<file path="config.mk">
export PLATFORM = sky130hd
export DESIGN_NAME = cache_controller_flat
export DESIGN_NICKNAME = d
export VERILOG_FILES = /design/src/common/cache_pkg.sv /design/src/common/lookup_if.sv /design/src/design/cache_controller.sv /design/src/flat_wrapper.sv
export VERILOG_INCLUDE_DIRS = /design/src /design/src/common
export SDC_FILE = /design/constraint.sdc
export NUM_CORES = 1
export LEC_CHECK = 0
export ABC_AREA = 1
export ABC_CLOCK_PERIOD_IN_PS = 2050
export BUFFER_PORTS_ARGS = -buffer_cell sky130_fd_sc_hd__buf_2
export CAP_MARGIN = 15
export CORE_AREA = 2 2 45 47
export DETAILED_ROUTE_END_ITERATION = 8
export DIE_AREA = 0 0 47 49
export GPL_TIMING_DRIVEN = 0
export PLACE_DENSITY_LB_ADDON = 0.2
export SLEW_MARGIN = 15
export SYNTH_ARGS = -nofsm -noshare
export SYNTH_HDL_FRONTEND = slang
export SYNTH_SLANG_ARGS = --single-unit
</file>
<file path="constraint.sdc">
create_clock -name clk -period 2.05 [get_ports clk]
set_clock_uncertainty 0.2 [all_clocks]
set_input_delay 0.205 -clock clk [delete_from_list [all_inputs] [get_ports clk]]
set_output_delay 0.205 -clock clk [all_outputs]
set_load 0.03 [all_outputs]
</file>
<file path="src/common/cache_params.svh">
`ifndef CACHE_PARAMS_SVH
`define CACHE_PARAMS_SVH

// ------------------------------
// cache geometry
// ------------------------------

// word address, no byte offset bits.
`define CACHE_ADDR_SIZE 32

`define CACHE_NUM_SETS 16 // sets per way.

`define CACHE_NUM_WAYS 4 // associativity.

`define CACHE_BLOCK_WORDS 8 // words per block.

// ------------------------------
// datapath
// ------------------------------

`define CACHE_DATA_WIDTH 32 // width of one stored word.

`endif

</file>
<file path="src/common/cache_pkg.sv">
`include "cache_params.svh"

package cache_pkg;

  // ------------------------------
  // address fields
  // ------------------------------

  typedef logic [$clog2(`CACHE_BLOCK_WORDS)-1:0] offset_t; // word within block.

  typedef logic [$clog2(`CACHE_NUM_SETS)-1:0] set_t;

  // whatever is left above set and offset.
  typedef logic [`CACHE_ADDR_SIZE - $clog2(`CACHE_NUM_SETS)
                 - $clog2(`CACHE_BLOCK_WORDS) - 1:0] tag_t;

  typedef struct packed {
    tag_t    tag;
    set_t    set;
    offset_t offset;
  } cache_addr_t;

  // ------------------------------
  // ways and data
  // ------------------------------

  typedef logic [$clog2(`CACHE_NUM_WAYS)-1:0] way_t;

  typedef logic [`CACHE_NUM_WAYS-1:0] way_mask_t; // one bit per way.

  typedef logic [`CACHE_DATA_WIDTH-1:0] word_t;

  // kind of access, picked from we, hit and set occupancy.
  typedef enum logic [1:0] {
    ACC_READ          = 2'b00,
    ACC_WRITE_HIT     = 2'b01, // update in place.
    ACC_WRITE_FILL    = 2'b10, // take lowest free way.
    ACC_WRITE_REPLACE = 2'b11  // evict round-robin victim.
  } access_t;

endpackage

</file>
<file path="src/common/lookup_if.sv">
`timescale 1ns/1ps

interface lookup_if;
  import cache_pkg::*;

  set_t      set;
  tag_t      tag;
  way_mask_t hits;        // tag match and valid, per way.
  way_mask_t valid_flags;
  way_t      way;         // way chosen for this access.
  logic      alloc;       // write tag and valid at way.

  modport ctrl (
    output set, tag, way, alloc,
    input  hits, valid_flags
  );

  modport store (
    input  set, tag, way, alloc,
    output hits, valid_flags
  );

  // data side only needs the location and the fill strobe.
  modport data (
    input set, way, alloc
  );

endinterface

</file>
<file path="src/design/cache_controller.sv">
`timescale 1ns/1ps
`include "cache_params.svh"

module cache_controller (
  input  logic                   clk,
  input  logic                   rst_n,
  input  logic                   req,
  input  logic                   we,
  input  cache_pkg::cache_addr_t addr,
  lookup_if.ctrl                 lk,
  input  cache_pkg::way_t        replace_way,
  output logic                   cru_enable,
  output cache_pkg::offset_t     offset,
  output logic                   wr_en,
  output logic                   rd_en,
  output logic                   rsp_valid,
  output logic                   rsp_hit,
  output cache_pkg::way_t        rsp_way
);
  import cache_pkg::*;

  logic    any_hit;
  logic    all_valid;
  way_t    hit_way;
  way_t    free_way;
  access_t kind;

  // ------------------------------
  // address split
  // ------------------------------

  assign lk.set = addr.set;
  assign lk.tag = addr.tag;
  assign offset = addr.offset;

  assign any_hit   = |lk.hits;
  assign all_valid = &lk.valid_flags;

  // ------------------------------
  // priority encodes
  // ------------------------------

  // walk down so the lowest set bit wins.
  always_comb begin
    hit_way = '0;
    for (int i = `CACHE_NUM_WAYS - 1; i >= 0; i--) begin
      if (lk.hits[i]) hit_way = way_t'(i);
    end
  end

  always_comb begin
    free_way = '0;
    for (int i = `CACHE_NUM_WAYS - 1; i >= 0; i--) begin
      if (!lk.valid_flags[i]) free_way = way_t'(i);
    end
  end

  // ------------------------------
  // classify and pick the way
  // ------------------------------

  always_comb begin
    if (!we) kind = ACC_READ;
    else if (any_hit) kind = ACC_WRITE_HIT;
    else if (!all_valid) kind = ACC_WRITE_FILL;
    else kind = ACC_WRITE_REPLACE;
  end

  always_comb begin
    case (kind)
      ACC_WRITE_FILL:    lk.way = free_way;
      ACC_WRITE_REPLACE: lk.way = replace_way;
      default:           lk.way = hit_way; // read miss falls to way 0.
    endcase
  end

  // strobes only fire on a real request.
  assign lk.alloc   = req && (kind == ACC_WRITE_FILL || kind == ACC_WRITE_REPLACE);
  assign cru_enable = req && (kind == ACC_WRITE_REPLACE);
  assign wr_en      = req && we;
  assign rd_en      = req && !we && any_hit;

  // ------------------------------
  // response register
  // ------------------------------

  always_ff @(posedge clk or negedge rst_n) begin
    if (!rst_n) begin
      rsp_valid <= 1'b0;
    end else begin
      rsp_valid <= req;
    end
  end

  // lookup state from before this edge's update.
  always_ff @(posedge clk) begin
    rsp_hit <= any_hit;
    rsp_way <= lk.way;
  end

endmodule

</file>
<file path="src/flat_wrapper.sv">
// flat-port wrapper written by rule: the top's interface ports become plain ports
module cache_controller_flat import cache_pkg::*;
  (clk, rst_n, req, we, addr, replace_way, cru_enable, offset, wr_en, rd_en, rsp_valid, rsp_hit, rsp_way, lk_set, lk_tag, lk_way, lk_alloc, lk_hits, lk_valid_flags);
  lookup_if lk_i ();
  input  logic clk;
  input  logic rst_n;
  input  logic req;
  input  logic we;
  input  cache_pkg::cache_addr_t addr;
  input  cache_pkg::way_t replace_way;
  output logic cru_enable;
  output cache_pkg::offset_t offset;
  output logic wr_en;
  output logic rd_en;
  output logic rsp_valid;
  output logic rsp_hit;
  output cache_pkg::way_t rsp_way;
  output wire logic [$bits(lk_i.set)-1:0] lk_set;
  output wire logic [$bits(lk_i.tag)-1:0] lk_tag;
  output wire logic [$bits(lk_i.way)-1:0] lk_way;
  output wire logic [$bits(lk_i.alloc)-1:0] lk_alloc;
  input wire logic [$bits(lk_i.hits)-1:0] lk_hits;
  input wire logic [$bits(lk_i.valid_flags)-1:0] lk_valid_flags;
  assign lk_set = lk_i.set;
  assign lk_tag = lk_i.tag;
  assign lk_way = lk_i.way;
  assign lk_alloc = lk_i.alloc;
  assign lk_i.hits = lk_hits;
  assign lk_i.valid_flags = lk_valid_flags;
  cache_controller u_core (.clk(clk), .rst_n(rst_n), .req(req), .we(we), .addr(addr), .lk(lk_i), .replace_way(replace_way), .cru_enable(cru_enable), .offset(offset), .wr_en(wr_en), .rd_en(rd_en), .rsp_valid(rsp_valid), .rsp_hit(rsp_hit), .rsp_way(rsp_way));
endmodule
</file>
== Word-level counts from Yosys, hierarchy flattened ==
Cells that the tools add are included.
Operators by class
  reductions and logical operators: 9
  mux-type cells: 12
  equal/unequal tests: 2
Operators by type and width (number)
  $mux W2: 10
  $logic_and A1 B1 Y1: 5
  $eq A2 B2 Y1 const B: 2
  $pmux W2 S2: 1
  $reduce_and A4 Y1: 1
  $reduce_or A4 Y1: 1
  $logic_not A1 Y1: 1
  $logic_or A1 B1 Y1: 1
  $mux W1: 1
Word-level totals
  output and inout port bits: 42
  register bits after elaboration: 4
  bits of input ports: 46

== Depth between registers and ports, before layout ==
  depth in word-level cells: 7
  mapped depth: 7

== Least setup slack after synthesis ==
Ideal clock, no wire load.
  path type: input to output
  start point: input lk_hits[1]
  end point: output cru_enable
  data required time: 1645 ps
  setup slack: 766 ps
  stages on the path: 4
  buffers on the path: 0
  arrival: 879 ps
  cell sequence: nor2_2 > nand2_2 > nor3_4 > and2_1
Between the ends
  longest elaborated chain between the ends: 5
Ends and longest elaborated chain
  start: declaration: line flat_wrapper.sv:22  | input wire logic [$bits(lk_i.hits)-1:0] lk_hits;
  $reduce_or A4 Y1: line cache_controller.sv:36  | assign any_hit = |lk.hits;
  net u_core.any_hit: line cache_controller.sv:22  | logic any_hit;
  $mux W2: line cache_controller.sv:64  | else if (any_hit) kind = ACC_WRITE_HIT;
  $mux W2: line cache_controller.sv:63  | if (!we) kind = ACC_READ;
  $eq A2 B2 Y1: line cache_controller.sv:79  | assign cru_enable = req && (kind == ACC_WRITE_REPLACE);
  $logic_and A1 B1 Y1: line cache_controller.sv:79
  end: declaration: line flat_wrapper.sv:11  | output logic cru_enable;
The timed path passes the listed nets, and every way through them passes these cells.

== Final worst setup path ==
  start point: input req
  end point: output lk_alloc
Between the ends
  longest elaborated chain between the ends: 1
Ends and longest elaborated chain
  start: declaration: line flat_wrapper.sv:7  | input logic req;
  $logic_and A1 B1 Y1: line cache_controller.sv:78  | assign lk.alloc = req && (kind == ACC_WRITE_FILL || kind == ACC_WRITE_REPLACE);
  end: declaration: line flat_wrapper.sv:21  | output wire logic [$bits(lk_i.alloc)-1:0] lk_alloc;
Every way passes these cells.

==> impl_metrics.yaml <==
yosys:
  synth_edf_count: 0
  async_flop_share_pct: 25.0
  synth.distinct_cells: 13
  synth_cells: 65
  synth_top_area_share_pct: 52.0
  yosysSeqAreaShare_pct: 18.4
  synth_common_cells: "buf_4, nand2_1, nor2_1"
  syn_area_um2: 462
  synthTopCellsByArea: "buf_4, dfxtp_1, nand2_1"
  ys_warn_count: 0
  synth-seq-cells: 4
  syn_avg_cell_area_um2: 7.10
  yosysTopAreaCell: "buf_4"
  synth_nets: 111
  synth_flop_cell: "dfxtp_1"
  synth_most_common_cell: "buf_4"
floorplanning:
  io_pins: 88
  die_area_um2: 2300
  num_rows: 16
  dieHeight_um: 49
  core-area_um2: 1840
  die_w_um: 47
  start_util_pct: 25.1
sta:
  slew_headroom_pct: 88.1
  min_period_ns: 1.61
  finalSetupTns_ns: 0
  hold_viol_final: 0
  setup_viol: 0
  final.setup.worst_slack_ns: 0.437
  period_share_pct: 78.7
  max_clock_freq_mhz: 620
  rsz0062_at_grt: "false"
  worst_pin_slew_ns: 0.179
  slew_viol_final: 0
clocking:
  root_buffer: "clkbuf_4"
  post_cts_resized: 0
  cts_tree: "yes"
  cts.sinks: 4
  post_cts_buffers: 0
  path_clk_slew_ns: 0.04
  htree_levels: 1
  clockBufferDepth: 2
  cts_buffers: 3
global_routing:
  antenna_found_initial: 0
  grt_max_degree: 5
  grt_pass1_wl_um: 1810
  grt_usage_pct: 10.7
  gr-total-overflow: 0
  grt_pass1_vias: 541
pwr:
  p_leak_nw: 0.532
  p_total_w: 0.000398
  ir_drop_mv: 0.197
  p_per_area_nw_per_um2: 476
finish:
  fin_cells: 155
  postLayoutCoreUtil_pct: 45.4
  nets: 175
  nFillCells: 198
  area_delta_synth_final_pct: 81.3
  antenna_cells: 0
  drive_gt1_share_pct: 73.4
place:
  place_inst: 147
  gp_congestion: 0.700
  hpwl_um: 1140
  preCtsSetupSlack_ns: 0.552
  port_buffers: 55
worst_setup_path:
  worstPathRequired_ns: 1.64
  worstPathCellList: "dlygate4sd3_1 -> buf_2 -> nand2_1 -> nor2_1 -> buf_2"
  crit_type: "in2out"
  cp.arrival_ns: 1.21
  critical_path.most_common_cell: "buf_2"
  cp_slowest_cell: "dlygate4sd3_1"
  path_max_fanout: 4
  slowest_delay_ns: 0.52
  end_kind: "output pin"
  cp-start-kind: "input port"
run:
  cap_violations: 0
drt:
  drt.antenna.violating_nets: 0
  wl_um: 1260
  num_vias: 570
  dr.pass1.iters: 1
  drcViolationCount: 0
  vias_per_cell: 3.68
  drt_iter0_markers: 0
  routedWlPerCell_um: 8.13
worst_hold_path:
  hp-class: "in2reg"
run_status:
  outcome: "complete, no violations"
==> state kept, by name (all words and copies together) (netlist names) <==
signal	cells
u_core.rsp_way	2
u_core.rsp_hit	1
u_core.rsp_valid	1
==> cell families after synthesis <==
group           share of synthesized area [%]
simple gates                             24.1
flops                                    18.4
compound gates                           2.17
buf+inv                                  55.3
==> per-layer routing <==
layer	share of wire [%]	up-vias	routed length (µm)	track usage, %
li1	-	290	-	-
met1	28	231	349	8.04
met2	58	49	734	21.9
met3	14	0	176	1.11
met4	0	0	0	6.94
met5	0	-	0	0
==> metrics by stage <==
stage	instance area, µm²	hold WS, ns
finish	837	0.0567
global route	837	0.0559
CTS	837	0.0490
detailed placement	771	-0.220
global placement	771	-0.220
floorplan	462	-0.291
==> final cells by class <==
type,count,area [µm²],share of cell area [%]
buffer,32,240,28.7
clock buffer,4,26.3,3.14
inverter,4,15.0,1.79
multi-input combinational,25,121,14.5
sequential,4,85.1,10.2
tap,27,33.8,4.04
timing repair buffer,59,315,37.7
==> final timing paths <==
kind | start | to | slack [ns] | depth (start not counted)
worst max-delay path | req | lk_alloc | 0.44 | 5
worst min-delay path | lk_hits[2] | u_core.rsp_hit | 0.06 | 3
min in group asynchronous | rst_n | u_core.rsp_valid | 0.08 | 2
max in group asynchronous | rst_n | u_core.rsp_valid | 1.49 | 2
==> critical path, delay by kind of cell <==
family / cells / cell delay (ns)
buf+inv: 3 / 0.84
simple gates: 2 / 0.16
==> cell usage in the layout, fill, tap and decap left out, drive strengths merged <==
cell type	instances
o21ai	1
dfrtp	1
nand2	12
nor2	7
and2	1
dlygate4sd3	4
clkbuf	4
dfxtp	3
a21oi	1
nand3	2
nor3	1
inv	4
buf	87
==> repair_timing <==
action / in CTS / in global routing
hold endpoints to repair: 4 / 0
hold buffers: 4 / 0
setup endpoints to repair: 0 / 0
==> report_power, final <==
group	switching (W)	internal, W
Sequential	0.000000848	0.0000825
Combinational	0.000123	0.0000850
Clock	0.0000335	0.0000731
(Power assumes the default switching activity.)
