--- src/common/cache_params.svh ---
`ifndef CACHE_PARAMS_SVH
`define CACHE_PARAMS_SVH

// ------------------------------
// cache geometry
// ------------------------------

// word address, no byte offset bits.
`define CACHE_ADDR_SIZE 32

`define CACHE_NUM_SETS 16 // sets per way.

`define CACHE_NUM_WAYS 4 // associativity.

`define CACHE_BLOCK_WORDS 8 // words per block.

// ------------------------------
// datapath
// ------------------------------

`define CACHE_DATA_WIDTH 32 // width of one stored word.

`endif

--- src/common/cache_pkg.sv ---
`include "cache_params.svh"

package cache_pkg;

  // ------------------------------
  // address fields
  // ------------------------------

  typedef logic [$clog2(`CACHE_BLOCK_WORDS)-1:0] offset_t; // word within block.

  typedef logic [$clog2(`CACHE_NUM_SETS)-1:0] set_t;

  // whatever is left above set and offset.
  typedef logic [`CACHE_ADDR_SIZE - $clog2(`CACHE_NUM_SETS)
                 - $clog2(`CACHE_BLOCK_WORDS) - 1:0] tag_t;

  typedef struct packed {
    tag_t    tag;
    set_t    set;
    offset_t offset;
  } cache_addr_t;

  // ------------------------------
  // ways and data
  // ------------------------------

  typedef logic [$clog2(`CACHE_NUM_WAYS)-1:0] way_t;

  typedef logic [`CACHE_NUM_WAYS-1:0] way_mask_t; // one bit per way.

  typedef logic [`CACHE_DATA_WIDTH-1:0] word_t;

  // kind of access, picked from we, hit and set occupancy.
  typedef enum logic [1:0] {
    ACC_READ          = 2'b00,
    ACC_WRITE_HIT     = 2'b01, // update in place.
    ACC_WRITE_FILL    = 2'b10, // take lowest free way.
    ACC_WRITE_REPLACE = 2'b11  // evict round-robin victim.
  } access_t;

endpackage

--- src/design/replacement_unit.sv ---
`timescale 1ns/1ps
`include "cache_params.svh"

module replacement_unit (
  input  logic            clk,
  input  logic            rst_n,
  input  cache_pkg::set_t set,
  input  logic            cru_enable,
  output cache_pkg::way_t replace_way
);
  import cache_pkg::*;

  way_t ptr [`CACHE_NUM_SETS]; // next victim, per set.

  assign replace_way = ptr[set];

  // ------------------------------
  // pointer advance
  // ------------------------------

  // width of way_t gives the wrap for free.
  always_ff @(posedge clk or negedge rst_n) begin
    if (!rst_n) begin
      for (int s = 0; s < `CACHE_NUM_SETS; s++) begin
        ptr[s] <= '0;
      end
    end else if (cru_enable) begin
      ptr[set] <= ptr[set] + way_t'(1);
    end
  end

endmodule

--- config.mk ---
export PLATFORM = sky130hd
export DESIGN_NAME = replacement_unit
export DESIGN_NICKNAME = d
export VERILOG_FILES = /design/src/common/cache_pkg.sv /design/src/design/replacement_unit.sv
export VERILOG_INCLUDE_DIRS = /design/src /design/src/common
export SDC_FILE = /design/constraint.sdc
export NUM_CORES = 1
export LEC_CHECK = 0
export ABC_AREA = 1
export BUFFER_PORTS_ARGS = -buffer_cell sky130_fd_sc_hd__buf_2
export CAP_MARGIN = 25
export CORE_MARGIN = 1.5
export CORE_UTILIZATION = 45
export DETAILED_ROUTE_END_ITERATION = 8
export GPL_ROUTABILITY_DRIVEN = 0
export GPL_TIMING_DRIVEN = 1
export HOLD_SLACK_MARGIN = 0.1
export PLACE_DENSITY = 0.66
export SLEW_MARGIN = 0
export SYNTH_ARGS = -nofsm -noshare
export SYNTH_HDL_FRONTEND = slang
export SYNTH_SLANG_ARGS = --single-unit
--- constraint.sdc ---
create_clock -name clk -period 1.49 [get_ports clk]
set_input_delay 0.0745 -clock clk [delete_from_list [all_inputs] [get_ports clk]]
set_output_delay 0.0745 -clock clk [all_outputs]
set_load 0.02 [all_outputs]
======== Word-level counts from Yosys, hierarchy flattened ========
Cells that the tools add are included.
word-level totals
  word-level logic and storage cells ...... 27
  register bits ........................... 32
  input bits .............................. 7
cells by class
  muxes and demuxes ....................... 6
  reductions and logical operators ........ 1
  bitwise gates (word level) .............. 1
  $lt $le $gt $ge ......................... 2
  add/sub/neg operators ................... 1
operators with widths
  cell                                                                  number
  32-bit bitwise mux                                                    1
  2-bit binary-select mux with 4-bit select                             1
  2-bit demux with 4-bit select                                         1
  2-bit two-way mux                                                     3
  5-bit >= comparator, second input constant                            1
  5-bit by 1-bit < comparator with 1-bit output, second input constant  1
  4-bit inverter with 5-bit output                                      1
  2-bit by 1-bit adder with 2-bit output, second input constant         1
  1-bit logical AND                                                     1

======== Longest topological paths before layout ========
Gate-level depths: netlist of the first run.
  depth in word-level cells ............... 6
  depth in mapped cells ................... 15
  mapped depth without buffers ............ 12

======== Worst setup path after synthesis of the first run ========
No wires, ideal clock.
  kind .................................... in2reg
  start point ............................. input set[0]
  end point ............................... register ptr[19] (netlist name)
  library setup time ...................... 117 ps
  stages on the path ...................... 15
  arrival ................................. 1,178 ps
  path buffers ............................ 3
  path slack .............................. 195 ps
  cell sequence ........................... buf_6 > inv_4 > buf_6 > nand2_1 > nand2_1 > nand2_1 > nand2_1 > nand2_1 > nand2_2 > inv_2 > nand2_4 > nand2_4 > buf_8 > nand3_2 > nand2_1
between the ends
  longest elaborated chain between the ends .. 6
ends and longest elaborated chain
  element                                    RTL line                text
  start: declaration                         replacement_unit.sv:7   input cache_pkg::set_t set,
  4-bit inverter with 5-bit output           --
  2-bit binary-select mux with 4-bit select  --
  2-bit two-way mux (2 in series)            --
  via replace_way[1]                         replacement_unit.sv:9   output cache_pkg::way_t replace_way
  2-bit by 1-bit adder with 2-bit output     replacement_unit.sv:28  ptr[set] <= ptr[set] + way_t'(1);
  32-bit bitwise mux                         replacement_unit.sv:28
  end signal: indexed assignment             replacement_unit.sv:28
  end: declaration                           replacement_unit.sv:13  way_t ptr [`CACHE_NUM_SETS];
The timed path passes the listed nets, and every way through them passes these cells. The select of a mux whose other input is x is not followed.
A chain may end at the register's enable or synchronous reset.

======== Worst setup path after layout of the first run ========
  start point ............................. register ptr[10] (netlist name)
  end point ............................... output replace_way[0]
between the ends
  longest elaborated chain between the ends .. 3
ends and longest elaborated chain
  element                                                RTL line                text
  2-bit binary-select mux with 4-bit select              replacement_unit.sv:15  assign replace_way = ptr[set];
  2-bit two-way mux (implied by the code) (2 in series)  replacement_unit.sv:15
  end: declaration                                       replacement_unit.sv:9
Every way passes these cells. The select of a mux whose other input is x is not followed.

==> out/metrics.yaml, run 1 <==
status:
  status: "finished clean"
final_layout:
  fillCellCount: 406
  fin_nets: 290
  largest_register_ffs: 32
  final_cells: 334
  antenna_cells: 0
  reg_top3: "ptr (32)"
  regMostFlops: "ptr"
  area_growth_pct: 16.3
  layout-drive-gt1-share_pct: 18.7
  final_util_pct: 53.9
drt:
  viasPerCell: 4.68
  drc: 0
  routed_wire_length_per_instance_um: 12.3
  ant_nets: 0
  routed_wl_um: 4120
  drt_iter0_drc: 74
  vias: 1563
  dr.pass1.iters: 4
global_route:
  grt_overflow: 0
  grt_pass1_vias: 1469
  grt_first_pass_wirelength_um: 6530
  grt_use_total_pct: 20.1
  antenna_found_initial: 0
  grt_max_degree: 19
floorplan:
  die_x_um: 66.9
  rows: 23
  dieArea_mm2: 0.00448
  io_pins: 9
  dieHeight_um: 66.9
  core_area_mm2: 0.00397
  initial_core_util_pct: 46.3
synth:
  avgSynthCellArea_um2: 7.05
  ys_warn_count: 0
  syn_nets: 268
  synth_area_mm2: 0.00184
  yosysSeqAreaShare_pct: 43.5
  ys_types: 18
  synth.ff_latch_count: 32
  netlist_instances: 261
placement:
  port_buffers: 8
  hpwl_um: 2830
  dp.cells: 320
setup_path:
  required_ns: 1.42
  path_class: "register to output port"
  ff2ff_setup_slack_ns: 0.07
  startpoint: "ptr[10]$_DFFE_PN0P_"
  rr_worst_depth: 10
  crit_fanout: 6
  arrival_ns: 1.38
  crit_end: "replace_way[0]"
  r2r-start: "ptr[10]$_DFFE_PN0P_"
  crit_path_start_kind: "register"
  worst_setup_path_end_kind: "output port"
  reg2reg_to: "ptr[23]$_DFFE_PN0P_"
timing:
  fmax_mhz: 685
  skew_ns: 0.00632
  rsz0062_at_grt: "yes"
  period_share_pct: 97.9
  worst_pin_slew_ns: 0.408
  finalSetupViolCount: 0
  worst_hold_slack_ns: 0.243
  min_period_ns: 1.46
  tns_ns: 0
  max_slew_margin_pct: 72.8
  hold_viol: 0
  maxSlewViolCount: 0
cts:
  insertion_delay_ns: 0.29
  root_buffer: "clkbuf_8"
  cts_htree_levels: 2
  cts.clk_slew.worst_paths_ns: 0.07
  tritoncts: "done"
  cts_buffer_depth: 2
  numCtsBuffers: 5
  clock_sinks: 32
power:
  total_power_mw: 2.90
  p_per_area_mw_per_mm2: 1350
  ir_drop_uv: 494
  cellLeakagePower_nw: 1.13
run:
  maxCapViolations: 0
hold_path:
  hold_path_class: "input pin to asynchronous set/reset pin"
worst min-delay path by stage:
stage                     start            endpoint  slack [ns]  cells past startpoint
after floorplan           rst_n  ptr[0]$_DFFE_PN0P_       -0.22                      0
after CTS                 rst_n  ptr[4]$_DFFE_PN0P_        0.25                      2
after detailed placement  rst_n  ptr[4]$_DFFE_PN0P_        0.03                      1
after global placement    rst_n  ptr[1]$_DFFE_PN0P_        0.03                      1
after global routing      rst_n  ptr[4]$_DFFE_PN0P_        0.28                      2
final                     rst_n  ptr[4]$_DFFE_PN0P_        0.24                      2
through the flow:
stage               setup WS (ns)  area [um2]
finish                     0.0308        2140
global route              -0.0616        2140
CTS                        0.0219        2060
detailed placement         0.0264        1960
global placement           0.0343        1960
floorplan                   0.195        1840
cell usage after synthesis:
library cell  instances  area, um2
inv_1                22       82.6
nor2_4                1       11.3
nand3_1               9       45.0
nand2_2               4       25.0
dfrtp_1              32        801
buf_6                 3       33.8
buf_4                 1       7.51
and3_1                1       6.26
buf_8                 1       15.0
nand2_4               3       33.8
buf_2                 2       10.0
nand3_2              10        100
nor2_1               19       71.3
o21ai_1               9       45.0
o21ai_0               7       35.0
inv_2                 5       18.8
inv_4                 1       6.26
nand2_1             131        492
layout by cell type, fill, tap and decap left out, types with 3 or more instances in the layout:
cell type	Yosys	layout
nand2_2	4	4
inv_1	22	22
buf_4	1	9
nand2_1	131	130
nand3_1	9	9
o21ai_0	7	6
nor2_1	19	18
dfrtp_1	32	32
nand2_4	3	3
clkbuf_8	0	6
buf_2	2	6
nand3_2	10	10
inv_2	5	5
o21ai_1	9	10
critical path, cell delays in order, from the launching register on:
cell	delay [ns]
dfrtp_1	0.38
nand2_1	0.08
nand2_1	0.06
nand2_1	0.05
nand2_1	0.06
nand2_1	0.08
nand2_2	0.07
inv_2	0.09
nand2_8	0.08
buf_6	0.14
routing by layer:
| layer | global-route usage, % | routed length, um |
|---|---|---|
| met1 | 25.9 | 2010 |
| met2 | 32.0 | 1910 |
| met3 | 5.07 | 117 |
| met4 | 7.91 | 82 |
| met5 | 0 | 0 |
final cells by class:
type | count | area [um2] | share of cell area, %
sequential | 32 | 801 | 37.4
multi-input combinational | 195 | 903 | 42.2
timing repair buffer | 21 | 175 | 8.19
clock buffer | 8 | 90.1 | 4.21
tap | 50 | 62.6 | 2.92
inverter | 28 | 108 | 5.03
power by group:
part | leakage (nW) | switching [mW] | internal [mW]
registers | 0.405 | 0.144 | 1.14
logic | 0.678 | 0.560 | 0.374
clock network | 0.0455 | 0.305 | 0.376
cell families (layout without fill, tap and decap cells):
family / after synthesis / count (layout) / synth area share [%]
AOI/OAI and AO/OA: 16 / 16 / 4.35
buffers and inverters: 35 / 57 / 9.46
DFF: 32 / 32 / 43.5
and+or+nand+nor: 178 / 179 / 42.7
timing repair:
item                       CTS  global route
hold endpoints to repair    32             0
setup endpoints to repair    1            21
gates resized for setup      2             9
setup buffers                0             5
gates cloned                 0             1
pin swaps                    0             6
hold buffers                 1             0
Note: power is estimated with default switching activity, not from simulation.
==> run 2: changes to the inputs <==
- REMOVE_ABC_BUFFERS: default -> 1
==> out/metrics.yaml, run 2 (synthesized netlist as in run 1, its figures left out) <==
status:
  status: "finished clean"
drt:
  vias: 1543  # -1.3%
  wl_met2_um: 1870  # -2.3%
  wl_met3_um: 172  # +47%
  dr.pass1.iters: 4  # unchanged
  ant_nets: 0  # unchanged
  routed_wire_length_per_instance_um: 12.4  # +1.0%
  drt_iter0_drc: 51  # -31%
  routed_wl_um: 4080  # -0.80%
  maxUsedRoutingLayer: "met4"
  routedLengthMet1_um: 1980  # -1.4%
  drc: 0  # unchanged
  viasPerCell: 4.70  # +0.53%
timing:
  worst_pin_slew_ns: 0.407  # -0.00165 ns
  min_period_ns: 1.48  # +0.0253 ns
  finalWorstSetupSlack_ns: 0.00554  # -0.0253 ns
  finalSetupViolCount: 0  # unchanged
  rsz0062_at_grt: "yes"
  max_slew_margin_pct: 72.9  # +0.11 points
  skew_ns: 0.00288  # -0.00343 ns
  maxSlewViolCount: 0  # unchanged
  period_share_pct: 99.6  # +1.7 points
  fmax_mhz: 674  # -1.7%
  hold_viol: 0  # unchanged
placement:
  post-place-ws_ns: 0.0594  # +0.0330 ns
  port_buffers: 8  # unchanged
  dp.cells: 318  # -0.63%
  placed_cell_area_mm2: 0.00193  # -1.4%
  hpwl_um: 2790  # -1.4%
floorplan:
  dieHeight_um: 66.9  # unchanged
  rows: 23  # unchanged
  dieArea_mm2: 0.00448  # unchanged
  io_pins: 9  # unchanged
  initial_core_util_pct: 46.3  # unchanged
  die_x_um: 66.9  # unchanged
  core_area_mm2: 0.00397  # unchanged
final_layout:
  layout-drive-gt1-share_pct: 18.0  # -0.68 points
  antenna_cells: 0  # unchanged
  design_area_mm2: 0.00209  # -2.2%
  largest_register_ffs: 32  # unchanged
  multi_input_area_um2: 887  # -1.8%
  regMostFlops: "ptr"
  fin_nets: 287  # -1.0%
  area_growth_pct: 13.8
  seq_area_um2: 801  # unchanged
  mostFrequentLayoutCell: "nand2_1"
  final_util_pct: 52.7  # -1.2 points
  final_cells: 328  # -1.8%
  reg_top3: "ptr (32)"
  final_cell_mix: "nand2_1, dfrtp_1, inv_1"
  fillCellCount: 396  # -2.5%
setup_path:
  crit_path_start_kind: "register"
  required_ns: 1.42  # about the same
  arrival_ns: 1.41  # +0.03 ns
  worst_setup_path_end_kind: "output port"
  crit_fanout: 2  # -4
  path_class: "register to output port"
power:
  cellLeakagePower_nw: 1.10  # -2.2%
  power_frac_comb_pct: 32.6  # +0.3 points
  total_power_mw: 2.78  # -4.0%
  p_per_area_mw_per_mm2: 1330  # -1.9%
  power_frac_seq_pct: 46.1  # +1.9 points
  pwr-share-clk_pct: 21.4  # -2.1 points
  swShare_pct: 35.0  # +0.15 points
  power.internal_mw: 1.81  # -4.2%
  p_sw_mw: 0.973  # -3.6%
  ir_drop_uv: 838  # +70%
cts:
  clock_sinks: 32  # unchanged
  numCtsBuffers: 5  # unchanged
  insertion_delay_ns: 0.28  # about the same
  root_buffer: "clkbuf_8"
  cts.clk_slew.worst_paths_ns: 0.06  # about the same
  cts_buffer_depth: 2  # unchanged
  tritoncts: "done"
  cts_htree_levels: 2  # unchanged
hold_path:
  hold_path_class: "input pin to register"
global_route:
  grt_overflow: 0  # unchanged
  grt_use_total_pct: 22.0  # +1.9 points
  grt_first_pass_wirelength_um: 7100  # +8.7%
  grt_max_degree: 33  # +14
  grt_pass1_vias: 1509  # +2.7%
  antenna_found_initial: 0  # unchanged
run:
  maxCapViolations: 0  # unchanged
-- run 2: changes by cell type in the layout (fill, tap and decap cells not counted), moves of 2 or more --
cell,previous run,this run
o21ai_0,6,2
o21ai_1,10,13
buf_4,9,7
clkbuf_1,2,0
-- run 2: final timing paths --
check                               startpoint                   to  slack, ns  depth (start not counted)
max                         ptr[6]$_DFFE_PN0P_       replace_way[0]      0.006                         10
min                                     set[2]   ptr[1]$_DFFE_PN0P_       0.28                          5
max reg2reg                ptr[28]$_DFFE_PN0P_  ptr[25]$_DFFE_PN0P_       0.06                         10
min reg2reg                ptr[27]$_DFFE_PN0P_  ptr[27]$_DFFE_PN0P_       0.48                          2
max in group asynchronous                rst_n  ptr[27]$_DFFE_PN0P_       0.85                          3
min in group asynchronous                rst_n  ptr[14]$_DFFE_PN0P_       0.35                          3
-- run 2: layout make-up --
class	instances	area share [%]
Inverter	28	5.14
Multi-Input combinational cell	194	42.4
Sequential cell	32	38.3
Tap cell	50	2.99
Timing Repair Buffer	19	7.95
Clock buffer	5	3.29
-- run 2: repair_timing --
action / 4_1_cts / 5_1_grt
pin swaps: 6 / 10
hold endpoints to repair: 32 / 0
gates resized for setup: 5 / 10
hold buffers: 1 / 0
setup endpoints to repair: 1 / 28
setup buffers: 3 / 1
-- run 2: routing by layer --
layer | global-route usage [%] | vias to the layer above
met4 | 8.16 | 0
met3 | 6.08 | 7
met1 | 29.3 | 685
met2 | 33.9 | 23
li1 | - | 828
met5 | 0 | -
-- run 2: power groups by stage --
stage	Combinational (mW)	Clock, mW	Sequential, mW
floorplan	0.590	0	1.25
global placement	0.769	0	1.29
detailed placement	0.787	0	1.29
CTS	0.864	0.617	1.28
global route	1.04	0.648	1.31
finish	0.906	0.594	1.28
-- run 2: per-stage QoR --
| step | TNS (ns) | hold WS [ns] |
|---|---|---|
| after CTS | 0 | 0.279 |
| after global placement | 0 | 0.119 |
| final | 0 | 0.280 |
| after detailed placement | 0 | 0.118 |
| after floorplan | 0 | -0.221 |
| after global routing | -0.542 | 0.326 |
-- run 2: critical path, cell delays in order (launching register included) --
cell and delay, ns:
dfrtp_1 0.38, nand2_1 0.07, nand2_1 0.04, nand2_1 0.05, nand2_1 0.07, nand2_2 0.07
nand2_2 0.07, inv_2 0.07, nand2_4 0.06, buf_6 0.12, buf_6 0.12
==> run 3: changes to the inputs <==
- ABC_AREA: 1 -> default
- CORE_MARGIN: 1.5 -> default
- CTS_BUF_LIST: default -> sky130_fd_sc_hd__clkbuf_8
- PLACE_DENSITY: 0.66 -> 0.65
==> out/metrics.yaml, run 3 <==
status:
  status: "finished with violations"
  violations: "negative setup slack"
cts:
  tritoncts: "done"
  insertion_delay_ns: 0.28  # about the same
  cts_htree_levels: 2  # unchanged
  cts_buffer_depth: 2  # unchanged
  clock_sinks: 32  # unchanged
  root_buffer: "clkbuf_8"
  cts.clk_slew.worst_paths_ns: 0.07  # about the same
  numCtsBuffers: 5  # unchanged
timing:
  worst_hold_slack_ns: 0.355  # +0.0748 ns
  worst_pin_slew_ns: 0.728  # +0.321 ns
  max_slew_margin_pct: 51.5  # -21 points
  skew_ns: 0.00424  # +0.00136 ns
  finalSetupViolCount: 34  # +34
  rsz0062_at_grt: "yes"
  min_period_ns: 2.07  # +0.586 ns
  maxSlewViolCount: 0  # unchanged
  fmax_mhz: 483  # -28%
  period_share_pct: 139  # +39 points
  finalWorstSetupSlack_ns: -0.581  # -0.586 ns
  hold_viol: 0  # unchanged
drt:
  routed_wl_um: 5620  # +38%
  viasPerCell: 6.23  # +32%
  wl_met2_um: 2710  # +45%
  dr.pass1.iters: 4  # unchanged
  wl_met3_um: 535  # +210%
  routedLengthMet1_um: 2270  # +15%
  drt_iter0_drc: 192  # +280%
  drc: 0  # unchanged
  maxUsedRoutingLayer: "met4"
  ant_nets: 0  # unchanged
  routed_wire_length_per_instance_um: 20.1  # +62%
  vias: 1737  # +13%
synth:
  netlist_top_cells_area: "dfrtp_1, mux2_2, mux4_2"
  synthArstFlopShare_pct: 100  # unchanged
  synth.most_common_cell: "dfrtp_1"
  synthFlopType: "dfrtp_1"
  yosysSeqAreaShare_pct: 41.1  # -2.5 points
  yosysTopAreaCell: "dfrtp_1"
  netlist_instances: 177  # -32%
  avgSynthCellArea_um2: 11.0  # +56%
  synth_area_mm2: 0.00195  # +6.0%
  synth.ff_latch_count: 32  # unchanged
  synth.top_cell.area_share_pct: 41.1  # -2.5 points
  ys_types: 30  # +12
  yosys-top-cells-count: "dfrtp_1, nand2_1, mux2_2"
  synth_edf_count: 0  # unchanged
  ys_warn_count: 0  # unchanged
power:
  ir_drop_uv: 997  # +19%
  power_frac_comb_pct: 45.2  # +13 points
  p_sw_mw: 1.34  # +37%
  power.internal_mw: 2.78  # +54%
  swShare_pct: 32.5  # -2.5 points
  power_frac_seq_pct: 34.9  # -11 points
  total_power_mw: 4.12  # +48%
  p_per_area_mw_per_mm2: 1560  # +17%
  pwr-share-clk_pct: 19.9  # -1.5 points
  cellLeakagePower_nw: 1.12  # +1.7%
hold_path:
  hp-start: "set[2]"
  holdPathEnd: "ptr[25]$_DFFE_PN0P_"
  min_path_cells: 4  # -1
  hold_path_class: "input pin to register"
final_layout:
  regMostFlops: "ptr"
  final_cell_mix: "buf_4, dfrtp_1, nand2_1"
  final_util_pct: 64.8  # +12 points
  antenna_cells: 0  # unchanged
  mostFrequentLayoutCell: "buf_4"
  reg_top3: "ptr (32)"
  largest_register_ffs: 32  # unchanged
  fin_nets: 235  # -18%
  fillCellCount: 307  # -22%
  seq_area_um2: 801  # unchanged
  area_growth_pct: 35.8
  layout-drive-gt1-share_pct: 49.8  # +32 points
  multi_input_area_mm2: 0.00117  # +32%
placement:
  hpwl_um: 3340  # +20%
  port_buffers: 8  # unchanged
  post-place-ws_ns: -0.582  # -0.641 ns
floorplan:
  dieArea_mm2: 0.00460  # +2.7%
  die_x_um: 67.8  # +1.3%
  rows: 23  # unchanged
  dieHeight_um: 67.8  # +1.3%
  io_pins: 9  # unchanged
  core_area_mm2: 0.00409  # +2.9%
  initial_core_util_pct: 47.7  # +1.4 points
global_route:
  grt_pass1_vias: 1712  # +13%
  grt_first_pass_wirelength_um: 8830  # +24%
  grt_overflow: 0  # unchanged
  antenna_found_initial: 0  # unchanged
  grt_use_total_pct: 27.3  # +5.3 points
  grt_max_degree: 33  # unchanged
setup_path:
  rr_worst_depth: 5  # -5
  arrival_ns: 2.27  # +0.86 ns
  startpoint: "ptr[0]$_DFFE_PN0P_"
  ff2ff_setup_slack_ns: -0.58  # -0.64 ns
  r2r-start: "ptr[0]$_DFFE_PN0P_"
  reg2reg_to: "ptr[25]$_DFFE_PN0P_"
  path_class: "register to register"
  worst_setup_path_end_kind: "register"
  required_ns: 1.69  # +0.27 ns
  crit_fanout: 6  # +4
  crit_path_start_kind: "register"
run:
  maxCapViolations: 0  # unchanged
==> run 3: cell count changes after synthesis, sizes merged, moves of 3 or more <==
cell and change:
or4b +10, nand2 -114, nand2b +9, o21ai -6, or4 +6, o211ai +16, inv -27, nor3 +3
clkbuf +5, mux2 +16, mux4 +8, nor2 -4, nand3 -17
==> run 3: power by group through the flow <==
stage	Clock, mW	Sequential (mW)	Combinational, mW
after global placement	0	1.39	1.13
after global routing	0.874	1.47	1.97
after CTS	0.826	1.43	1.76
after detailed placement	0	1.43	1.18
after floorplan	0	1.36	0.820
final	0.819	1.44	1.86
==> run 3: cell families after synthesis <==
kind of cell,share of synthesized area [%]
AOI/OAI and AO/OA,13.3
buffers and inverters,4.43
DFF,41.1
muxes,18.7
and+or+nand+nor,22.5
==> run 3: cell type report <==
| type | instances | area share, % |
|---|---|---|
| inverter | 1 | 0.142 |
| clock inverter | 3 | 1.47 |
| timing repair buffer | 56 | 19.1 |
| multi-input combinational | 132 | 44.1 |
| clock buffer | 5 | 2.60 |
| sequential | 32 | 30.3 |
| tap | 50 | 2.36 |
==> run 3: per-layer routing <==
layer	up-vias	GRT usage, %
met3	12	7.00
met1	870	37.4
met2	98	42.6
met4	0	7.81
met5	-	0
li1	757	-
==> run 3: worst max-delay path by stage <==
stage,end,slack (ns)
global route,ptr[13]$_DFFE_PN0P_,-0.61
CTS,ptr[13]$_DFFE_PN0P_,-0.53
global placement,ptr[21]$_DFFE_PN0P_,-0.49
floorplan,replace_way[0],-0.82
finish,ptr[25]$_DFFE_PN0P_,-0.58
detailed placement,ptr[17]$_DFFE_PN0P_,-0.58
==> run 3: repair_timing <==
action	in CTS	in global routing
endpoints found under the setup margin	34	34
hold endpoints to repair	32	0
hold buffers	1	0
cloned	3	0
setup buffers	11	5
pin swaps	7	4
gates resized for setup	36	18
==> run 3: critical path, cell delays in order (launching register included) <==
cell and delay, ns:
dfrtp_1 0.38, mux4_2 0.52, a22o_4 0.32, buf_6 0.15, or4b_4 0.51, o211ai_1 0.10
==> run 3: stage by stage <==
| stage | instances | TNS [ns] | cell area, um2 |
|---|---|---|---|
| 2_1_floorplan | 165 | -26.48 | 1870 |
| 3_3_place_gp | 254 | -14.80 | 2200 |
| 3_5_place_dp | 254 | -16.37 | 2200 |
| 4_1_cts | 277 | -13.81 | 2600 |
| 5_1_grt | 279 | -16.17 | 2650 |
| 6_report | 279 | -14.84 | 2650 |
